### config.mk
export PLATFORM = sky130hd
export DESIGN_NAME = nird_top
export DESIGN_NICKNAME = d
export VERILOG_FILES = /design/src/nird_pkg.sv /design/src/line_buffer.sv /design/src/window_9x9.sv /design/src/ring_compare.sv /design/src/riu2_map.sv /design/src/nird_top.sv
export VERILOG_INCLUDE_DIRS = /design/src
export SDC_FILE = /design/constraint.sdc
export NUM_CORES = 2
export LEC_CHECK = 0
export BUFFER_PORTS_ARGS = -buffer_cell sky130_fd_sc_hd__buf_2
export CAP_MARGIN = 10
export CORE_ASPECT_RATIO = 0.75
export CORE_MARGIN = 2
export CORE_UTILIZATION = 50
export DETAILED_ROUTE_END_ITERATION = 8
export PLACE_DENSITY = 0.65
export SETUP_SLACK_MARGIN = 0.05
export SYNTH_ARGS = -nofsm -noshare
export SYNTH_HDL_FRONTEND = slang
export SYNTH_SLANG_ARGS = --single-unit
### constraint.sdc
create_clock -name clk -period 24.9 [get_ports clk]
set_input_delay 2.49 -clock clk [delete_from_list [all_inputs] [get_ports clk]]
set_output_delay 2.49 -clock clk [all_outputs]
set_load 0.02 [all_outputs]
### src/nird_defs.svh
`ifndef NIRD_DEFS_SVH
`define NIRD_DEFS_SVH

// Pixel and window geometry.
`define NIRD_PIX_W      8
`define NIRD_WIN        9
`define NIRD_R_OUT      4
`define NIRD_R_IN       3

// NI threshold scaling, one per window pixel.
`define NIRD_GAIN       81
`define NIRD_SUM_W      15

// riu2 code.
`define NIRD_CODE_W     4
`define NIRD_NONUNIFORM 9

// Default frame size.
`define NIRD_DEF_COLS   16
`define NIRD_DEF_ROWS   12

`endif

### src/nird_pkg.sv
`include "nird_defs.svh"

package nird_pkg;

    typedef logic [`NIRD_PIX_W-1:0] pixel_t;

    // Bit k holds the sample at angle 45*k.
    typedef logic [7:0] pattern_t;

    typedef logic [`NIRD_CODE_W-1:0] code_t;

    typedef logic [`NIRD_SUM_W-1:0] sum_t;

    // Index 0 is the top row, which is the oldest line.
    typedef pixel_t [`NIRD_WIN-1:0] column_t;

    typedef pixel_t [7:0] ring_t;  // Indexed by angle.

    typedef struct packed {
        pattern_t ni;
        pattern_t rd;
    } patterns_t;

    typedef struct packed {
        code_t ni;
        code_t rd;
    } codes_t;

endpackage

### src/line_buffer.sv
`timescale 1ns/1ps
`include "nird_defs.svh"

module line_buffer import nird_pkg::*; #(
    parameter int COLS = `NIRD_DEF_COLS
) (
    input  logic    clk,
    input  logic    rst_n_i,
    input  pixel_t  pix_i,
    input  logic    pix_valid_i,
    output column_t col_o,
    output logic    col_valid_o
);

    localparam int LINES = `NIRD_WIN - 1;
    localparam int PW    = $clog2(COLS);

    // Line k holds the row that is k+1 lines older than the incoming one.
    pixel_t         line_mem [LINES][COLS];
    logic [PW-1:0]  wr_ptr;

    always_ff @(posedge clk) begin
        if (pix_valid_i) begin
            line_mem[0][wr_ptr] <= pix_i;
            for (int k = 1; k < LINES; k++) begin
                line_mem[k][wr_ptr] <= line_mem[k-1][wr_ptr];
            end
            col_o[LINES] <= pix_i;  // Bottom row is the newest pixel.
            for (int k = 0; k < LINES; k++) begin
                col_o[LINES-1-k] <= line_mem[k][wr_ptr];
            end
        end
    end

    always_ff @(posedge clk) begin
        if (!rst_n_i) begin
            wr_ptr      <= '0;
            col_valid_o <= 1'b0;
        end else begin
            col_valid_o <= pix_valid_i;
            if (pix_valid_i) begin
                if (wr_ptr == PW'(COLS - 1)) begin
                    wr_ptr <= '0;
                end else begin
                    wr_ptr <= wr_ptr + 1'b1;
                end
            end
        end
    end

    // An unknown strobe would corrupt the pointer and every later frame.
    a_valid_known: assert property (
        @(posedge clk) disable iff (!rst_n_i) !$isunknown(pix_valid_i)
    );

endmodule

### src/window_9x9.sv
`timescale 1ns/1ps
`include "nird_defs.svh"

module window_9x9 import nird_pkg::*; #(
    parameter int COLS = `NIRD_DEF_COLS,
    parameter int ROWS = `NIRD_DEF_ROWS
) (
    input  logic                       clk,
    input  logic                       rst_n_i,
    input  column_t                    col_i,
    input  logic                       col_valid_i,
    output column_t [`NIRD_WIN-1:0]    win_o,
    output logic                       win_valid_o,
    output logic                       win_last_o
);

    localparam int EDGE = `NIRD_WIN - 1;
    localparam int CW   = $clog2(COLS);
    localparam int RW   = $clog2(ROWS);

    // Position of the column being shifted in.
    logic [CW-1:0] col_cnt;
    logic [RW-1:0] row_cnt;
    logic          row_end;
    logic          frame_end;
    logic          interior;

    assign row_end   = (col_cnt == CW'(COLS - 1));
    assign frame_end = row_end && (row_cnt == RW'(ROWS - 1));

    // The window is full once eight columns and eight lines precede this pixel.
    assign interior = (col_cnt >= EDGE) && (row_cnt >= EDGE);

    always_ff @(posedge clk) begin
        if (col_valid_i) begin
            for (int c = 0; c < EDGE; c++) begin
                win_o[c] <= win_o[c+1];
            end
            win_o[EDGE] <= col_i;  // Rightmost is the newest column.
        end
    end

    always_ff @(posedge clk) begin
        if (!rst_n_i) begin
            col_cnt     <= '0;
            row_cnt     <= '0;
            win_valid_o <= 1'b0;
            win_last_o  <= 1'b0;
        end else begin
            win_valid_o <= col_valid_i && interior;
            win_last_o  <= col_valid_i && frame_end;
            if (col_valid_i) begin
                if (row_end) begin
                    col_cnt <= '0;
                    if (frame_end) begin
                        row_cnt <= '0;  // Wrap for the next frame.
                    end else begin
                        row_cnt <= row_cnt + 1'b1;
                    end
                end else begin
                    col_cnt <= col_cnt + 1'b1;
                end
            end
        end
    end

    a_last_is_valid: assert property (
        @(posedge clk) disable iff (!rst_n_i) win_last_o |-> win_valid_o
    );

endmodule

### src/ring_compare.sv
`timescale 1ns/1ps
`include "nird_defs.svh"

module ring_compare import nird_pkg::*; (
    input  logic                       clk,
    input  logic                       rst_n_i,
    input  column_t [`NIRD_WIN-1:0]    win_i,
    input  logic                       win_valid_i,
    input  logic                       win_last_i,
    output patterns_t                  patterns_o,
    output logic                       pat_valid_o,
    output logic                       pat_last_o
);

    localparam int C  = `NIRD_WIN / 2;
    localparam int RO = `NIRD_R_OUT;
    localparam int RI = `NIRD_R_IN;
    // Nearest integer of r/sqrt(2) with 181/256 close to 0.7071.
    localparam int DO = (RO * 181 + 128) / 256;
    localparam int DI = (RI * 181 + 128) / 256;

    ring_t    outer;
    ring_t    inner;
    sum_t     win_sum;
    pattern_t rd_bits;
    pattern_t ni_bits;

    // Samples go counter-clockwise from 0 deg in a window indexed [col][row].
    function automatic ring_t ring_at(input column_t [`NIRD_WIN-1:0] w,
                                      input int r,
                                      input int d);
        ring_t ring;
        ring[0] = w[C+r][C];
        ring[1] = w[C+d][C-d];
        ring[2] = w[C][C-r];
        ring[3] = w[C-d][C-d];
        ring[4] = w[C-r][C];
        ring[5] = w[C-d][C+d];
        ring[6] = w[C][C+r];
        ring[7] = w[C+d][C+d];
        return ring;
    endfunction

    assign outer = ring_at(win_i, RO, DO);
    assign inner = ring_at(win_i, RI, DI);

    always_comb begin
        sum_t acc;
        acc = '0;
        for (int c = 0; c < `NIRD_WIN; c++) begin
            for (int r = 0; r < `NIRD_WIN; r++) begin
                acc = acc + sum_t'(win_i[c][r]);
            end
        end
        win_sum = acc;
    end

    always_comb begin
        for (int k = 0; k < 8; k++) begin
            rd_bits[k] = (outer[k] >= inner[k]);
            // Scaled sample against the sum avoids a divide for the mean.
            ni_bits[k] = (sum_t'(`NIRD_GAIN) * sum_t'(outer[k]) >= win_sum);
        end
    end

    always_ff @(posedge clk) begin
        if (win_valid_i) begin
            patterns_o.rd <= rd_bits;
            patterns_o.ni <= ni_bits;
        end
    end

    always_ff @(posedge clk) begin
        if (!rst_n_i) begin
            pat_valid_o <= 1'b0;
            pat_last_o  <= 1'b0;
        end else begin
            pat_valid_o <= win_valid_i;
            pat_last_o  <= win_last_i;
        end
    end

    a_last_is_valid: assert property (
        @(posedge clk) disable iff (!rst_n_i) pat_last_o |-> pat_valid_o
    );

endmodule

### src/riu2_map.sv
`timescale 1ns/1ps
`include "nird_defs.svh"

module riu2_map import nird_pkg::*; (
    input  logic     clk,
    input  logic     rst_n_i,
    input  pattern_t pattern_i,
    input  logic     valid_i,
    input  logic     last_i,
    output code_t    code_o,
    output logic     valid_o,
    output logic     last_o
);

    logic [3:0] ones;
    logic [3:0] trans;

    assign ones  = 4'($countones(pattern_i));
    // Compare each bit with its neighbour, wrapping bit 7 to bit 0.
    assign trans = 4'($countones(pattern_i ^ {pattern_i[0], pattern_i[7:1]}));

    always_ff @(posedge clk) begin
        if (valid_i) begin
            code_o <= (trans <= 4'd2) ? code_t'(ones) : code_t'(`NIRD_NONUNIFORM);
        end
    end

    always_ff @(posedge clk) begin
        if (!rst_n_i) begin
            valid_o <= 1'b0;
            last_o  <= 1'b0;
        end else begin
            valid_o <= valid_i;
            last_o  <= last_i;
        end
    end

    // A valid code must come from a fully known pattern.
    a_code_known: assert property (
        @(posedge clk) disable iff (!rst_n_i) valid_o |-> !$isunknown(code_o)
    );

endmodule

### src/nird_top.sv
`timescale 1ns/1ps
`include "nird_defs.svh"

module nird_top import nird_pkg::*; #(
    parameter int COLS = `NIRD_DEF_COLS,
    parameter int ROWS = `NIRD_DEF_ROWS
) (
    input  logic   clk,
    input  logic   rst_n_i,
    input  pixel_t pix_i,
    input  logic   pix_valid_i,
    output codes_t codes_o,
    output logic   done_o,
    output logic   progress_done_o
);

    column_t                 col;
    logic                    col_valid;
    column_t [`NIRD_WIN-1:0] win;
    logic                    win_valid;
    logic                    win_last;
    patterns_t               patterns;
    logic                    pat_valid;
    logic                    pat_last;
    code_t                   rd_code;
    code_t                   ni_code;

    line_buffer #(.COLS(COLS)) u_line_buffer (
        .clk         (clk),
        .rst_n_i     (rst_n_i),
        .pix_i       (pix_i),
        .pix_valid_i (pix_valid_i),
        .col_o       (col),
        .col_valid_o (col_valid)
    );

    window_9x9 #(.COLS(COLS), .ROWS(ROWS)) u_window_9x9 (
        .clk         (clk),
        .rst_n_i     (rst_n_i),
        .col_i       (col),
        .col_valid_i (col_valid),
        .win_o       (win),
        .win_valid_o (win_valid),
        .win_last_o  (win_last)
    );

    ring_compare u_ring_compare (
        .clk         (clk),
        .rst_n_i     (rst_n_i),
        .win_i       (win),
        .win_valid_i (win_valid),
        .win_last_i  (win_last),
        .patterns_o  (patterns),
        .pat_valid_o (pat_valid),
        .pat_last_o  (pat_last)
    );

    // The RD path carries the stream flags out.
    riu2_map u_riu2_rd (
        .clk       (clk),
        .rst_n_i   (rst_n_i),
        .pattern_i (patterns.rd),
        .valid_i   (pat_valid),
        .last_i    (pat_last),
        .code_o    (rd_code),
        .valid_o   (done_o),
        .last_o    (progress_done_o)
    );

    riu2_map u_riu2_ni (
        .clk       (clk),
        .rst_n_i   (rst_n_i),
        .pattern_i (patterns.ni),
        .valid_i   (pat_valid),
        .last_i    (pat_last),
        .code_o    (ni_code),
        .valid_o   (),
        .last_o    ()
    );

    assign codes_o = '{ni: ni_code, rd: rd_code};

endmodule

Word level (Yosys, flattened, before mapping)
Memories as Yosys holds them, arrays and structs flattened.
Index checks and enable logic that the tools add are counted.
Widths: inputs -> output; s select.
Word-level totals
  register bits: 763
  memory bits (writable): 1024
  input bits: 11
  output and inout bits: 10
  word-level logic and storage cells: 289
  memories: 1
Cells by class
  add/sub/neg operators: 111
  multipliers: 8
  order comparisons: 22
  equal/unequal tests: 3
  muxes and demuxes: 31
  bitwise logic cells: 3
  reductions and logical operators: 6
Memory list
  u_line_buffer.line_mem: depth 8, bits a word 128, read ports 8, clocked after Yosys merged registers in 0, write ports 8, line line_buffer.sv:19  | pixel_t line_mem [LINES][COLS];
Operators with widths (number)
  $add 15x8->15: 79
  $bmux 8 s4: 8
  $mux 8: 17
  $mux 128: 1
  $ge 15x15->1: 8
  $mul 7x8->15 const A: 8
  $ge 8x8->1: 8
  $add 4x4->4: 12
  $add 1x1->2: 16
  $demux 8 s4: 1
  $xor 8x8->8: 2
  $add 4x1->4 const B: 3
  $eq 4x4->1 const B: 3
  $mux 4: 3
  $add 8x8->9: 1
  $ge 4x4->1 const B: 2
  $le 4x2->1 const B: 2
  $ge 5x5->1 const B: 1
  $logic_and 1x1->1: 5
  $lt 5x1->1 const B: 1
  $not 4->5: 1
  $reduce_and 2->1: 1
  $mux 1: 1

Logic depth before layout (Yosys ltp)
  depth after elaboration: 81
  gate-level depth with buffers: 37
  depth with buffers taken out: 37

Hierarchy
Synthesis repeated with hierarchy kept, for this count alone.
Second synthesis, totals
  cell total of the unflattened synthesis: 5072
  area total of the unflattened synthesis: 88398.5 um^2
By module, submodules not included
  line_buffer: times used 1, cells each 1683, area an instance 40739.1 um^2
  ring_compare: times used 1, cells each 2578, area an instance 26481.6 um^2
  window_9x9: times used 1, cells each 701, area an instance 19931.6 um^2
  riu2_map: times used 2, cells each 55, area an instance 623.1 um^2

Least setup slack after synthesis
No wires, ideal clock.
  kind: register to register
  start: register u_line_buffer.col_valid_o
  end: register u_window_9x9.row_cnt[2]
  setup time: 0.072 ns
  arrival: 15.920 ns
  setup slack: 8.907 ns
  stages on the path, launching flop included: 5
  buffers on the path: 1
  clock period less this slack: 15.993 ns
  path through: dfxtp_1 -> clkbuf_1 -> nand4_1 -> or4_1 -> a21oi_1
Between the ends
  longest elaborated chain between the ends: 1
Ends and longest elaborated chain
  start, declared: line line_buffer.sv:12  | output logic col_valid_o
  start signal, assigned: line line_buffer.sv:40  | col_valid_o <= pix_valid_i;
  $reduce_and 2->1 (no line)
  end signal, assigned: line window_9x9.sv:58  | row_cnt <= row_cnt + 1'b1;
  end, declared: line window_9x9.sv:23  | logic [RW-1:0] row_cnt;
No other way between the ends.
A chain may end at the register's enable or synchronous reset.

Final worst setup path
  start: register u_window_9x9.win_o[1] in the netlist's numbering
  end: register u_ring_compare.patterns_o[14] in the netlist's numbering (data pin)
Between the ends
  longest elaborated chain between the ends: 81
Ends and longest elaborated chain
  start, declared: line window_9x9.sv:12  | output column_t [`NIRD_WIN-1:0] win_o,
  start signal, assigned by index: line window_9x9.sv:37  | win_o[c] <= win_o[c+1];
  start signal, assigned by index: line window_9x9.sv:39  | win_o[EDGE] <= col_i;
  $add 8x8->9: line ring_compare.sv:52  | acc = acc + sum_t'(win_i[c][r]);
  $add 15x8->15 (79 in a row): line ring_compare.sv:52
  $ge 15x15->1: line ring_compare.sv:62  | ni_bits[k] = (sum_t'(`NIRD_GAIN) * sum_t'(outer[k]) >= win_sum);
  net u_ring_compare.ni_bits[6]: line ring_compare.sv:26  | pattern_t ni_bits;
  end, declared: line ring_compare.sv:10  | output patterns_t patterns_o,
The timed path passes the listed nets, and every way through them passes these cells.

==> out/qor.yml <==
floorplan:
  num_rows: 133
  dieArea_mm2: 0.1810
  core-area_mm2: 0.1759
  io_pins: 21
  chipWidth_um: 490.5
  die_y_um: 368.9
  initial_core_util_pct: 50.47
timing:
  clock_skew_ns: 0.06779
  final_max_slew_viol_count: 0
  setup_violations: 0
  hold_viol_final: 0
  tightest_slew_ns: 1.217
  timing.fmax_mhz: 95.71
  min_period_ns: 10.45
  slew-limit-headroom_pct: 18.26
  finalCritPeriodShare_pct: 41.96
  rsz0062_at_grt: "no"
  setup_total_negative_slack_ns: 0
layout:
  fillCellCount: 13520
  area.growth.synth_to_final_pct: 10.10
  seq_area_mm2: 0.05349
  drive_above_1_share_pct: 12.48
  multi_input_area_mm2: 0.03146
  nets: 6404
setup_path:
  critical-path-max-stage-delay_ns: 0.55
  path_class: "register to register"
  startpoint_type: "register"
  cp-startpoint: "u_window_9x9.win_o[1]"
  cp.required_ns: 25.45
  crit_fanout: 8
  cp_common_cell: "fa_1"
  reg2reg_from: "u_window_9x9.win_o[1]"
  worstSetupEndpointType: "register"
  worst_path_max_delay_cell: "fa_1"
  critPathArrivalTime_ns: 11.00
detailed_routing:
  avgViaCountPerCell: 5.512
  num_vias: 42460
  drc: 0
  wl_per_cell_um: 25.58
  wl_um: 197000
  drt_iter0_markers: 4366
  ant_nets: 0
  drtPass1Iterations: 5
synth:
  avgSynthCellArea_um2: 17.67
  synth-seq-cells: 1787
  synthCells: 5023
  async_reset_ff_share_pct: 0
  ys_types: 58
  synth.area.top_cells: "edfxtp_1 60%, fa_1 15%, mux4_2 8.1%"
  netlist.area_leader.share_pct: 59.81
  synth_warnings: 0
  synthesis.nets: 6234
  synth-edff-count: 1768
  ys_seq_area_share_pct: 60.23
  yosysTopAreaCell: "edfxtp_1"
  syn_area_mm2: 0.08877
  synth_ff_type: "edfxtp_1"
cts:
  htree_levels: 4
  cts_made_buffers: 174
  clk_pin_slew_ns: 0.06
  cts-root-buf: "clkbuf_16"
  hold_buffers: 0
  post_cts.repair.setup_buffers: 0
  cts.sinks: 1787
  clock_path_buffers: 3
  cts_tree: "done"
  ctsResizeCount: 0
  clock_latency_ns: 0.83
grt:
  antenna_found_initial: 5
  grt_first_pass_wirelength_um: 296500
  grt_max_degree: 175
  grt_use_total_pct: 22.43
  gr-total-overflow: 0
  first_global_vias: 44730
placed_design:
  numPortBuffers: 20
  dp_hpwl_um: 131000
  place_congestion: 0.8589
job:
  drv_cap: 0
outcome:
  status: "completed"
min_path:
  hp-start: "u_line_buffer.col_o[15]"
  hold_class: "register to register"
## worst max-delay path, delay by kind of cell (launching register included)
kind | cells | cell delay [ns]
XOR/XNOR | 2 | 0.39
AND/OR/NAND/NOR | 4 | 0.52
AO/OA/AOI/OAI | 12 | 2.64
flip-flops | 1 | 0.39
buffers and inverters | 2 | 0.31
adder cells (fa/ha/maj) | 13 | 5.92
## synthesized netlist by cell type, drive strengths merged (4+ instances only)
cell        n
a2111oi     7
a211o      12
a211oi     10
a21o       36
a21oi      96
and2       31
and4        4
and4b       4
buf        30
clkbuf     48
dfxtp      19
edfxtp   1768
fa        650
ha        550
inv       956
mux2i       8
mux4      320
nand2      46
nand2b     31
nand3      24
nand4      15
nor2       73
nor2b      15
nor3       19
nor4       20
nor4b       7
o211ai     19
o21a       13
o21ai      48
o221ai      5
o41ai       8
or3         4
xnor2      44
xor2       42
## metal layers
| layer | vias to the layer above | wire length [um] | global-route usage (%) | part of all wire [%] |
|---|---|---|---|---|
| met2 | 1305 | 84500 | 31.80 | 43 |
| met4 | 0 | 3782 | 5.051 | 1.9 |
| met3 | 226 | 14380 | 4.245 | 7.3 |
| li1 | 18500 | - | - | - |
| met5 | - | 0 | 0 | 0 |
| met1 | 22430 | 94350 | 35.99 | 48 |
## cells by family after synthesis
kind of cell    synth area share (%)
buf+inv                        4.409
fa+ha+maj                      22.41
mux                            8.209
simple gates                   1.834
compound gates                 2.056
xor+xnor                      0.8485
flops                          60.23
## through the flow
stage	setup slack, ns	hold WS, ns	cells	util [%]	area (um2)
2_1_floorplan	8.907	0.4003	5023	-	88770
5_1_grt	14.05	0.4038	7701	55.56	97730
3_5_place_dp	14.63	0.4045	7379	52.32	92030
3_3_place_gp	14.69	0.4029	7379	52.32	92030
6_report	14.45	0.3918	7703	55.57	97740
4_1_cts	14.58	0.3990	7700	55.56	97730
## layout by cell type (no fill, tap or decap), types with 7 or more instances in the layout
cell type and n:
edfxtp_1 1768, nor2b_1 15, nand2b_1 31, bufinv_16 15, a211o_1 12, dfxtp_1 14
xor2_1 42, o41ai_1 8, nor2_1 73, clkinv_1 43, o21a_1 13, inv_1 956
o21ai_0 48, buf_2 19, and2_4 16, a21o_1 36, o211ai_1 19, nor4_1 19
a211oi_1 9, clkbuf_16 174, a21oi_1 96, fa_1 650, clkbuf_1 36, clkinv_2 29
a2111oi_0 7, mux4_2 320, nor3_1 19, nor4b_1 7, clkinv_16 10, ha_1 550
nand2_1 46, nand4_1 15, xnor2_1 42, nand3_1 24, buf_4 50, mux2i_1 8
and2_1 15
## registers in the layout, indices dropped and copies added, names as in the netlist
name / cells
u_line_buffer.col_o: 72
u_line_buffer.col_valid_o: 1
u_line_buffer.line_mem: 1024
u_line_buffer.wr_ptr: 4
u_ring_compare.pat_last_o: 1
u_ring_compare.pat_valid_o: 1
u_ring_compare.patterns_o: 16
u_riu2_ni.code_o: 4
u_riu2_rd.code_o: 4
u_riu2_rd.last_o: 1
u_riu2_rd.valid_o: 1
u_window_9x9.col_cnt: 4
u_window_9x9.row_cnt: 4
u_window_9x9.win_last_o: 1
u_window_9x9.win_o: 648
u_window_9x9.win_valid_o: 1
## cell type report
class                           count  area share, %
Multi-Input combinational cell   2201          32.19
Antenna cell                        3       0.007681
Sequential cell                  1787          54.73
Clock buffer                      210          4.593
Inverter                          957          3.675
Clock inverter                    111          1.244
Tap cell                         2362          3.024
Timing Repair Buffer               72         0.5428
## worst paths after layout
kind / slack, ns / endpoint / depth (start not counted)
setup / recovery: 14.45 / u_ring_compare.patterns_o[14] / 33
hold / removal: 0.39 / u_window_9x9.win_o[591] / 0
setup reg to reg: 14.45 / u_ring_compare.patterns_o[14] / 33
hold reg to reg: 0.39 / u_window_9x9.win_o[591] / 0
Power is left out: the tool's default activity adds up to more than one toggle a clock period on the data nets, which glitch-free logic cannot reach.
